**src/common/osd_pkg.sv**
```systemverilog
`default_nettype none

package osd_pkg;

   localparam int FLIT_W = 16;

   // a flit seen as plain data or as a request header
   typedef union packed {
      logic [FLIT_W-1:0] raw;
      struct packed {
         logic [1:0] pkt_type;
         logic       burst;
         logic       write;
         logic [1:0] size;
         logic [9:0] src;
      } req_hdr;
   } dii_flit;

   localparam logic [1:0] REQ_TYPE_REG = 2'b00; // register access, all else is dropped
   localparam logic [1:0] REQ_SIZE_16  = 2'b01;

   localparam logic [15:0] EXT_ADDR_BASE = 16'h0200;
   localparam logic [15:0] REG_MODID     = 16'h0000;
   localparam logic [15:0] REG_VERSION   = 16'h0001;
   localparam logic [15:0] REG_CS        = 16'h0003;

   localparam logic [15:0] MOD_ID      = 16'h0005;
   localparam logic [15:0] MOD_VERSION = 16'h0002;
   localparam logic        CAN_STALL   = 1'b1;

   localparam int REGBANK_SIZE = 4; // last entry is the counter

   // status/control interface states
   localparam logic [3:0] ST_IDLE       = 4'd0;
   localparam logic [3:0] ST_HEADER     = 4'd1;
   localparam logic [3:0] ST_ADDR       = 4'd2;
   localparam logic [3:0] ST_WRITE      = 4'd3;
   localparam logic [3:0] ST_EXT        = 4'd4;
   localparam logic [3:0] ST_RESP_DEST  = 4'd5;
   localparam logic [3:0] ST_RESP_SRC   = 4'd6;
   localparam logic [3:0] ST_RESP_VALUE = 4'd7;
   localparam logic [3:0] ST_DROP       = 4'd8;

endpackage

`default_nettype wire
```
**src/verilog/osd_debug_module.sv**
```systemverilog
`timescale 1ns/10ps
`default_nettype none

module osd_debug_module (
   input  wire logic                      clk,
   input  wire logic                      rst,
   input  wire logic [9:0]                id,
   input  wire logic [osd_pkg::FLIT_W-1:0] in_data,
   input  wire logic                      in_last,
   input  wire logic                      in_valid,
   output logic                           in_ready,
   output logic [osd_pkg::FLIT_W-1:0]     out_data,
   output logic                           out_last,
   output logic                           out_valid,
   input  wire logic                      out_ready,
   output logic                           stall
);

   logic [osd_pkg::FLIT_W-1:0] buf_data;
   logic                       buf_last;
   logic                       buf_valid;
   logic                       buf_ready;

   logic        reg_request;
   logic        reg_write;
   logic [15:0] reg_addr;
   logic [1:0]  reg_size;
   logic [15:0] reg_wdata;
   logic        reg_ack;
   logic        reg_err;
   logic [15:0] reg_rdata;

   osd_dii_buffer u_buffer (
      .clk, .rst,
      .in_data, .in_last, .in_valid, .in_ready,
      .buf_data, .buf_last, .buf_valid, .buf_ready
   );

   osd_statctrlif u_statctrl (
      .clk, .rst, .id,
      .buf_data, .buf_last, .buf_valid, .buf_ready,
      .out_data, .out_last, .out_valid, .out_ready,
      .reg_request, .reg_write, .reg_addr, .reg_size, .reg_wdata,
      .reg_ack, .reg_err, .reg_rdata,
      .stall
   );

   osd_regbank u_regbank (
      .clk, .rst, .stall,
      .reg_request, .reg_write, .reg_addr, .reg_size, .reg_wdata,
      .reg_ack, .reg_err, .reg_rdata
   );

endmodule

`default_nettype wire

```
**src/verilog/osd_regbank.sv**
```systemverilog
`timescale 1ns/10ps
`default_nettype none

module osd_regbank (
   input  wire logic        clk,
   input  wire logic        rst,
   input  wire logic        stall,
   input  wire logic        reg_request,
   input  wire logic        reg_write,
   input  wire logic [15:0] reg_addr,
   input  wire logic [1:0]  reg_size,
   input  wire logic [15:0] reg_wdata,
   output logic             reg_ack,
   output logic             reg_err,
   output logic [15:0]      reg_rdata
);

   logic [15:0] scratch [osd_pkg::REGBANK_SIZE-1];
   logic [15:0] counter;
   logic [15:0] offset;
   logic [1:0]  idx;
   logic        in_range;
   logic        is_counter;
   logic        bad;
   logic        new_req;

   assign offset = reg_addr - osd_pkg::EXT_ADDR_BASE;
   assign in_range = (reg_addr >= osd_pkg::EXT_ADDR_BASE) &&
                     (offset < osd_pkg::REGBANK_SIZE);
   assign idx = offset[1:0];
   assign is_counter = (idx == 2'(osd_pkg::REGBANK_SIZE - 1));
   assign bad = !in_range || (reg_size != osd_pkg::REQ_SIZE_16) ||
                (reg_write && is_counter);

   // answer once per request, the cycle after it rises
   assign new_req = reg_request && !reg_ack && !reg_err;

   always_ff @(posedge clk) begin
      if (rst) begin
         reg_ack <= 1'b0;
         reg_err <= 1'b0;
         counter <= '0;
         for (int i = 0; i < osd_pkg::REGBANK_SIZE - 1; i++)
            scratch[i] <= '0;
      end else begin
         reg_ack <= 1'b0;
         reg_err <= 1'b0;
         if (!stall)
            counter <= counter + 16'd1;
         if (new_req) begin
            if (bad) begin
               reg_err <= 1'b1;
            end else begin
               reg_ack <= 1'b1;
               if (reg_write)
                  scratch[idx] <= reg_wdata;
            end
         end
      end
   end

   always_ff @(posedge clk) begin
      if (new_req && !reg_write) begin
         if (is_counter)
            reg_rdata <= counter;
         else
            reg_rdata <= scratch[idx];
      end
   end

   assert property (@(posedge clk) disable iff (rst)
      reg_ack || reg_err |-> !(reg_ack && reg_err) && $past(reg_request));

endmodule

`default_nettype wire

```
**src/statctrl/osd_statctrlif.sv**
```systemverilog
`timescale 1ns/10ps
`default_nettype none

module osd_statctrlif (
   input  wire logic                      clk,
   input  wire logic                      rst,
   input  wire logic [9:0]                id,
   input  wire logic [osd_pkg::FLIT_W-1:0] buf_data,
   input  wire logic                      buf_last,
   input  wire logic                      buf_valid,
   output logic                           buf_ready,
   output logic [osd_pkg::FLIT_W-1:0]     out_data,
   output logic                           out_last,
   output logic                           out_valid,
   input  wire logic                      out_ready,
   output logic                           reg_request,
   output logic                           reg_write,
   output logic [15:0]                    reg_addr,
   output logic [1:0]                     reg_size,
   output logic [15:0]                    reg_wdata,
   input  wire logic                      reg_ack,
   input  wire logic                      reg_err,
   input  wire logic [15:0]               reg_rdata,
   output logic                           stall
);

   osd_pkg::dii_flit flit;

   logic [3:0]  state;
   logic [3:0]  nxt_state;
   logic        stall_r;
   logic        nxt_stall;

   logic        req_write;
   logic [1:0]  req_size;
   logic [15:0] req_addr;
   logic [15:0] req_value;
   logic [9:0]  resp_dest;
   logic        resp_error;
   logic        nxt_req_write;
   logic [1:0]  nxt_req_size;
   logic [15:0] nxt_req_addr;
   logic [15:0] nxt_req_value;
   logic [9:0]  nxt_resp_dest;
   logic        nxt_resp_error;

   logic        addr_ext;
   logic        req_ext;
   logic        local_err;

   assign flit = buf_data;
   assign addr_ext = (flit.raw >= osd_pkg::EXT_ADDR_BASE);
   assign req_ext = (req_addr >= osd_pkg::EXT_ADDR_BASE);

   assign stall = osd_pkg::CAN_STALL && stall_r;

   assign reg_write = req_write;
   assign reg_addr = req_addr;
   assign reg_size = req_size;
   assign reg_wdata = req_value;

   // which local accesses are legal, by address flit
   always_comb begin
      case (flit.raw)
         osd_pkg::REG_MODID,
         osd_pkg::REG_VERSION: local_err = req_write; // read only
         osd_pkg::REG_CS:      local_err = !req_write || !osd_pkg::CAN_STALL;
         default:              local_err = 1'b1;
      endcase
   end

   always_ff @(posedge clk) begin
      if (rst) begin
         state <= osd_pkg::ST_IDLE;
         stall_r <= 1'b1;
      end else begin
         state <= nxt_state;
         stall_r <= nxt_stall;
      end
   end

   always_ff @(posedge clk) begin
      req_write <= nxt_req_write;
      req_size <= nxt_req_size;
      req_addr <= nxt_req_addr;
      req_value <= nxt_req_value;
      resp_dest <= nxt_resp_dest;
      resp_error <= nxt_resp_error;
   end

   always_comb begin
      nxt_state = state;
      nxt_stall = stall_r;
      nxt_req_write = req_write;
      nxt_req_size = req_size;
      nxt_req_addr = req_addr;
      nxt_req_value = req_value;
      nxt_resp_dest = resp_dest;
      nxt_resp_error = resp_error;

      buf_ready = 1'b0;
      out_valid = 1'b0;
      out_data = '0;
      out_last = 1'b0;
      reg_request = 1'b0;

      case (state)
         osd_pkg::ST_IDLE: begin
            buf_ready = 1'b1; // destination flit, not needed
            if (buf_valid && !buf_last)
               nxt_state = osd_pkg::ST_HEADER;
         end
         osd_pkg::ST_HEADER: begin
            buf_ready = 1'b1;
            if (buf_valid) begin
               nxt_req_write = flit.req_hdr.write;
               nxt_req_size = flit.req_hdr.size;
               nxt_resp_dest = flit.req_hdr.src;
               nxt_resp_error = flit.req_hdr.burst ||
                                (flit.req_hdr.size != osd_pkg::REQ_SIZE_16);
               if (buf_last)
                  nxt_state = osd_pkg::ST_IDLE;
               else if (flit.req_hdr.pkt_type != osd_pkg::REQ_TYPE_REG)
                  nxt_state = osd_pkg::ST_DROP;
               else
                  nxt_state = osd_pkg::ST_ADDR;
            end
         end
         osd_pkg::ST_ADDR: begin
            buf_ready = 1'b1;
            if (buf_valid) begin
               nxt_req_addr = flit.raw;
               if (!addr_ext)
                  nxt_resp_error = resp_error || local_err;
               if (!req_write) begin
                  nxt_req_value = (flit.raw == osd_pkg::REG_MODID) ?
                                  osd_pkg::MOD_ID : osd_pkg::MOD_VERSION;
               end
               if (req_write) begin
                  if (buf_last) begin
                     nxt_resp_error = 1'b1; // value flit missing
                     nxt_state = osd_pkg::ST_RESP_DEST;
                  end else begin
                     nxt_state = osd_pkg::ST_WRITE;
                  end
               end else if (!buf_last) begin
                  nxt_state = osd_pkg::ST_DROP;
               end else if (nxt_resp_error || !addr_ext) begin
                  nxt_state = osd_pkg::ST_RESP_DEST;
               end else begin
                  nxt_state = osd_pkg::ST_EXT;
               end
            end
         end
         osd_pkg::ST_WRITE: begin
            buf_ready = 1'b1;
            if (buf_valid) begin
               nxt_req_value = flit.raw;
               if (!buf_last) begin
                  nxt_state = osd_pkg::ST_DROP;
               end else if (resp_error) begin
                  nxt_state = osd_pkg::ST_RESP_DEST;
               end else if (req_ext) begin
                  nxt_state = osd_pkg::ST_EXT;
               end else begin
                  // only CS gets here without error
                  nxt_stall = flit.raw[0];
                  nxt_state = osd_pkg::ST_RESP_DEST;
               end
            end
         end
         osd_pkg::ST_EXT: begin
            reg_request = 1'b1;
            if (reg_ack || reg_err) begin
               nxt_resp_error = reg_err;
               if (!req_write)
                  nxt_req_value = reg_rdata;
               nxt_state = osd_pkg::ST_RESP_DEST;
            end
         end
         osd_pkg::ST_RESP_DEST: begin
            out_valid = 1'b1;
            out_data = {6'h00, resp_dest};
            if (out_ready)
               nxt_state = osd_pkg::ST_RESP_SRC;
         end
         osd_pkg::ST_RESP_SRC: begin
            out_valid = 1'b1;
            out_data = {4'h0, req_write, resp_error, id};
            out_last = req_write || resp_error;
            if (out_ready)
               nxt_state = out_last ? osd_pkg::ST_IDLE : osd_pkg::ST_RESP_VALUE;
         end
         osd_pkg::ST_RESP_VALUE: begin
            out_valid = 1'b1;
            out_data = req_value;
            out_last = 1'b1;
            if (out_ready)
               nxt_state = osd_pkg::ST_IDLE;
         end
         osd_pkg::ST_DROP: begin
            buf_ready = 1'b1;
            if (buf_valid && buf_last)
               nxt_state = osd_pkg::ST_IDLE;
         end
         default: nxt_state = osd_pkg::ST_IDLE;
      endcase
   end

   // request held with a stable address until the bank answers
   assert property (@(posedge clk) disable iff (rst)
      reg_request && !reg_ack && !reg_err |=> reg_request && $stable(reg_addr));

   assert property (@(posedge clk) disable iff (rst)
      out_valid && !out_ready |=> out_valid && $stable(out_data) && $stable(out_last));

endmodule

`default_nettype wire

```
**src/verilog/osd_dii_buffer.sv**
```systemverilog
`timescale 1ns/10ps
`default_nettype none

module osd_dii_buffer (
   input  wire logic                      clk,
   input  wire logic                      rst,
   input  wire logic [osd_pkg::FLIT_W-1:0] in_data,
   input  wire logic                      in_last,
   input  wire logic                      in_valid,
   output logic                           in_ready,
   output logic [osd_pkg::FLIT_W-1:0]     buf_data,
   output logic                           buf_last,
   output logic                           buf_valid,
   input  wire logic                      buf_ready
);

   logic [osd_pkg::FLIT_W-1:0] mem_data [2];
   logic                       mem_last [2];
   logic                       wr_ptr;
   logic                       rd_ptr;
   logic [1:0]                 count;
   logic [1:0]                 nxt_count;
   logic                       push;
   logic                       pop;

   assign push = in_valid && in_ready;
   assign pop = buf_valid && buf_ready;
   assign nxt_count = count + 2'(push) - 2'(pop);

   assign buf_valid = (count != 2'd0);
   assign buf_data = mem_data[rd_ptr];
   assign buf_last = mem_last[rd_ptr];

   always_ff @(posedge clk) begin
      if (rst) begin
         wr_ptr <= 1'b0;
         rd_ptr <= 1'b0;
         count <= 2'd0;
         in_ready <= 1'b0; // held low through reset
      end else begin
         if (push)
            wr_ptr <= ~wr_ptr;
         if (pop)
            rd_ptr <= ~rd_ptr;
         count <= nxt_count;
         in_ready <= (nxt_count != 2'd2);
      end
   end

   always_ff @(posedge clk) begin
      if (push) begin
         mem_data[wr_ptr] <= in_data;
         mem_last[wr_ptr] <= in_last;
      end
   end

   assert property (@(posedge clk) disable iff (rst) push |-> count != 2'd2);
   assert property (@(posedge clk) disable iff (rst) count <= 2'd2); // catches pop when empty

endmodule

`default_nettype wire

```
**config.mk**
```make
export PLATFORM = sky130hd
export DESIGN_NAME = osd_debug_module
export DESIGN_NICKNAME = d
export VERILOG_FILES = /design/src/common/osd_pkg.sv /design/src/verilog/osd_debug_module.sv /design/src/verilog/osd_regbank.sv /design/src/statctrl/osd_statctrlif.sv /design/src/verilog/osd_dii_buffer.sv
export SDC_FILE = /design/constraint.sdc
export NUM_CORES = 1
export LEC_CHECK = 0
export BUFFER_PORTS_ARGS = -buffer_cell sky130_fd_sc_hd__buf_2
export CORE_UTILIZATION = 64
export DETAILED_ROUTE_END_ITERATION = 8
export GPL_TIMING_DRIVEN = 0
export PLACE_DENSITY = 0.89
export REMOVE_ABC_BUFFERS = 1
export SLEW_MARGIN = 10
export SYNTH_ARGS = -nofsm -noshare
export SYNTH_HDL_FRONTEND = slang
export SYNTH_SLANG_ARGS = --single-unit
export TNS_END_PERCENT = 30
```
**constraint.sdc**
```tcl
create_clock -name clk -period 4.7 [get_ports clk]
set_input_delay 0.47 -clock clk [delete_from_list [all_inputs] [get_ports clk]]
set_output_delay 0.47 -clock clk [all_outputs]
set_load 0.05 [all_outputs]
```
-- After elaboration in Yosys (flattened, before gate mapping)
Memories as Yosys holds them, arrays and structs flattened. A register that Yosys moved wholly into a read port is not among the register bits.
Index checks and enable logic that the tools add are counted.
- register bits: 90
- bits in writable memories: 82
- memories kept: 3
- memory list (memory ; depth ; width ; rd ports ; clocked after Yosys merged registers in ; wr ports ; line ; RTL):
    u_regbank.scratch ; 3 ; 16 ; 1 ; 0 ; 3 ; osd_regbank.sv:18 ; logic [15:0] scratch [osd_pkg::REGBANK_SIZE-1];
    u_buffer.mem_data ; 2 ; 16 ; 1 ; 1 ; 1 ; osd_dii_buffer.sv:17 ; logic [osd_pkg::FLIT_W-1:0] mem_data [2];
    u_buffer.mem_last ; 2 ; 1 ; 1 ; 1 ; 1 ; osd_dii_buffer.sv:18 ; logic mem_last [2];
- add/sub/neg operators: 4
- order comparisons: 3
- equality and inequality tests: 25
- multiplexer cells: 61
- bitwise gates (word level): 5
- reduce and logical (&&, ||, !) cells: 39
- operators with widths (operator ; count):
    $mux W16 ; 7
    $pmux W16 S3 ; 2
    $mux W4 ; 15
    $pmux W4 S9 ; 1
    $ge A16 B10 Y1 const B ; 2
    $mux W1 ; 29
    $ne A2 B2 Y1 const B ; 9
    $add A16 B1 Y16 const B ; 1
    $eq A16 B1 Y1 const B ; 1
    $eq A16 B2 Y1 const B ; 1
    $eq A4 B3 Y1 const B ; 4
    $logic_not A16 Y1 ; 1
    $lt A16 B3 Y1 const B ; 1
    $reduce_or A16 Y1 ; 1
    $sub A16 B10 Y16 const B ; 1
    $ne A2 B1 Y1 const B ; 5
    $logic_and A1 B1 Y1 ; 9
    $mux W3 ; 3
    $reduce_and A9 Y1 ; 1
    $eq A4 B2 Y1 const B ; 2
    $logic_or A1 B1 Y1 ; 7
    $logic_not A1 Y1 ; 6
    $reduce_and A6 Y1 ; 1
    $reduce_bool A3 Y1 ; 2
    other kinds (17) ; 25

-- Longest topological paths before layout
- depth in word-level cells: 13
- depth in mapped cells: 10
- depth with buffers taken out: 9

-- By module
From an unflattened synthesis, not the netlist that was laid out.
- cell total of the unflattened synthesis: 576
- area, all modules: 8000.2 um^2
- modules (own cells, without submodules) (module ; times used ; cells an instance ; area an instance (um^2)):
    osd_regbank ; 1 ; 269 ; 3865.0
    osd_statctrlif ; 1 ; 223 ; 2600.0
    osd_dii_buffer ; 1 ; 84 ; 1535.2

-- Worst setup path before layout
OpenSTA, ideal clock, no wires.
- kind: register to register
- start point: reg u_statctrl.state[1]
- end point: reg u_statctrl.req_value[0] (netlist: u_statctrl.reg_wdata[0]), enable pin
- setup time: 0.414 ns
- arrival time: 2.597 ns
- slack: 1.688 ns
- stages on the path, launching flop included: 6
- path buffers: 3
- clock period less this slack: 3.012 ns
- cell sequence: dfxtp_1 clkbuf_1 clkbuf_1 clkbuf_1 a31oi_1 a211oi_1
- longest elaborated chain between the ends: 3
- ends and longest elaborated chain (what ; line ; RTL):
    start: declaration ; osd_statctrlif.sv:29 ; logic [3:0] state;
    start signal: assignment ; osd_statctrlif.sv:74 ; state <= osd_pkg::ST_IDLE;
    start signal: assignment ; osd_statctrlif.sv:77 ; state <= nxt_state;
    $eq A4 B3 Y1 or $eq A4 B2 Y1 (tied branches) ; osd_statctrlif.sv:107 ; case (state)
    $ne A2 B2 Y1 (no source line), or another cell as far along ; n/a ;
    $reduce_and A6 Y1 (no source line) * ; n/a ;
    end signal: assignment ; osd_statctrlif.sv:86 ; req_value <= nxt_req_value;
    end: declaration ; osd_statctrlif.sv:37 ; logic [15:0] req_value;
Mark *: on every way between the ends. The rest lies on a longest branch, timed or not.
A chain may end at the register's enable or synchronous reset.

-- Worst setup path in the final report
- start point: reg u_statctrl.state[1]
- end point: out out_data[3] (netlist name)
- longest elaborated chain between the ends: 2
- ends and longest elaborated chain (what ; line ; RTL):
    $eq A4 B3 Y1 ; osd_statctrlif.sv:107 ;
    $pmux W16 S3 * ; osd_statctrlif.sv:107 ;
    end: declaration ; osd_debug_module.sv:12 ; output logic [osd_pkg::FLIT_W-1:0] out_data,
Marks and branches as above.

==> metrics <==
Synth Area in Compound Gates=0.0615; power share of the clock group=0.326; Hold Crit Class=input port to register; required time of the critical path=4.23 ns; dpl hpwl=11.4 mm; Seq pwr share=0.494; PwrDens=485 nW/µm²; hold_ws=0.222 ns; fin util=0.741; Int Pwr=2.90 mW; final-stage net count=643; Synth Area in Adders=0.00663; router iterations before antenna repair=6; core area=11500 µm²; Simple-Gate Fraction of Synth Area=0.143; WL final=17.1 mm; CTS Buf Count=17; 1st-iter DRT viols=634; Synth Flop Type=edfxtp_1; drt drc=0; Skew-Pair Late Insertion Delay=0.44 ns; Antenna Cells=0; Total GRT Usage=0.296; Crit Path Max Fanout=28; Final min period=3.84 ns; initial core utilization=0.658; most common cell in the netlist=edfxtp_1; CTS sink cnt=173; Synth area leaders=edfxtp_1 (57%), dfxtp_1 (7.7%), mux4_2 (4.8%); Crit. End Element=output port; Power, Total=4.12 mW; status=finished, final reports clean; initial antenna violation count=0; ANT nets after route=0; Worst slew margin=0.189; Yosys reg bits=173; num ports=51; CTS tree=built; post-synthesis mux area share=0.0929; max cap viols=0; commonest cells in the netlist=edfxtp_1 (144), nor2_1 (93), nand2_1 (34), dfxtp_1 (29); final slew viol count=0; fin cells=764; area delta synth->final=12.6%; sw power=1.22 mW; RSZ-0062 raised after global routing=false; startpoint types=register; Async SR Flop Fraction=0; pre-CTS WS=0.869 ns; total leakage power=3.01 nW; largest area contributor in the netlist=edfxtp_1; Fmax=0.260 GHz; fin area=8500 µm²; std cell rows=39; share of cells above drive strength 1=0.229; vias per std cell=6.50; Netlist cell types=55; CTS Root Cell=clkbuf_16; Max Root-Sink Buffers=2; Avg WL per Cell=22.3 µm; number of gates resized after cts=0; top-area cell type share of the netlist area=0.573; cell count after placement=731; via count=4967; Gate power share=0.180; H-tree Lvls=4; Clock Skew=0.00706 ns; crit path kind=register to output port; # Post-CTS Setup Buffers=0; routability cong.=0.906; xor/xnor cell area share of the yosys netlist=0.0244; Sw Ratio=0.296; final hold vios=0; final worst slack=0.859 ns; Seq/Total Area, Yosys=0.650; setup total negative slack=0 ns; Post-synth EDFFs=144; Synth Warn #=0; die area=12200 µm²; Die Y=111 µm; CP arrival=3.37 ns; Post-CTS Hold Buffers=0; Synth Area per Inst=13.3 µm²; global-route wire length before repair=26.7 mm; # port buffers=50; largest family of logic cells by synthesized area=simple AND/OR/NAND/NOR gates; gate count after technology mapping=567; Peak VDD IR=0.000501 V; Syn Std Cell Area=7550 µm²; Worst Max-Slew Pin Slew=1.22 ns; total grt overflow=0; clk slew on worst S/H paths=0.07 ns; DP Area=7920 µm²; die width=111 µm; Final Cycle Share=0.817; final setup vio count=0; vias in the first global route=4978; largest net degree at the start of global routing=35
## state kept, by name, indices dropped and copies added (netlist names), named ones only
| name | flops |
|---|---|
| u_regbank.counter | 16 |
| u_buffer.rd_ptr | 1 |
| u_statctrl.resp_dest | 10 |
| u_statctrl.reg_wdata | 16 |
| u_statctrl.reg_size | 2 |
| u_regbank.reg_ack | 1 |
| u_buffer.in_ready | 1 |
| u_statctrl.state | 4 |
| u_regbank.reg_rdata | 16 |
| u_buffer.count | 2 |
| u_statctrl.reg_addr | 16 |
| u_statctrl.resp_error | 1 |
| u_buffer.mem_last | 2 |
| u_statctrl.reg_write | 1 |
| u_regbank.reg_err | 1 |
| u_regbank.scratch | 48 |
| u_buffer.wr_ptr | 1 |
| u_buffer.mem_data | 32 |
| u_statctrl.stall | 1 |
## cell type report
| cell class | instances | area [µm²] |
|---|---|---|
| repair buffers | 53 | 288 |
| fillers | 681 | 2970 |
| inverters | 11 | 41.3 |
| flip-flops and latches | 173 | 4900 |
| clock buffers | 17 | 425 |
| well taps | 143 | 179 |
| multi-input cells | 352 | 2520 |
| clock inverters | 15 | 136 |
## power groups by stage
stage | clock network, mW | registers, mW | logic, mW
final | 1.34 | 2.04 | 0.739
after global routing | 1.41 | 2.05 | 0.787
after CTS | 1.35 | 2.04 | 0.716
after floorplan | 0 | 2.02 | 0.488
after detailed placement | 0 | 2.07 | 0.705
after global placement | 0 | 2.05 | 0.659
## cells by family after synthesis
kind of cell	count (synthesis)
AND/OR/NAND/NOR	215
AO/OA/AOI/OAI	65
XOR/XNOR	21
adder cells (fa/ha/maj)	4
flip-flops	173
buffers and inverters	42
multiplexers	47
## worst paths after layout
| kind | start | endpoint | slack, ns | cells after the start |
|---|---|---|---|---|
| setup / recovery | u_statctrl.state[1] | out_data[3] | 0.86 | 4 |
| setup reg to reg | u_statctrl.state[1] | u_regbank.scratch[2][7] | 0.89 | 7 |
| hold reg to reg | u_regbank.counter[5] | u_regbank.counter[5] | 0.53 | 2 |
| hold / removal | in_data[7] | u_buffer.mem_data[1][7] | 0.22 | 1 |
## cells in the final DEF (no fill, tap or decap), drive strengths merged, types with 7 or more instances in the layout
cell,instances
nor3,11
dfxtp,29
nor2,93
xnor2,8
nand3,8
mux4,16
a21oi,7
xor2,13
a22oi,12
o21ai,15
and2,12
buf,53
a22o,11
clkbuf,17
and3,10
mux2i,7
nand2,34
mux2,24
edfxtp,144
inv,18
## per-layer routing
metal	part of all wire	global-route usage	vias to the layer above
met5	0	0	-
met1	0.37	0.363	2425
met2	0.50	0.492	292
met4	0.039	0.139	0
li1	-	-	2203
met3	0.088	0.0796	47
## critical path, cell delays in order, from the launching register on
cell and delay, ns:
dfxtp_1 1.13, nor2b_1 1.03, a22oi_1 0.22, nor2_1 0.23, buf_2 0.32
No activity file was read; power rests on OpenSTA's default activity.
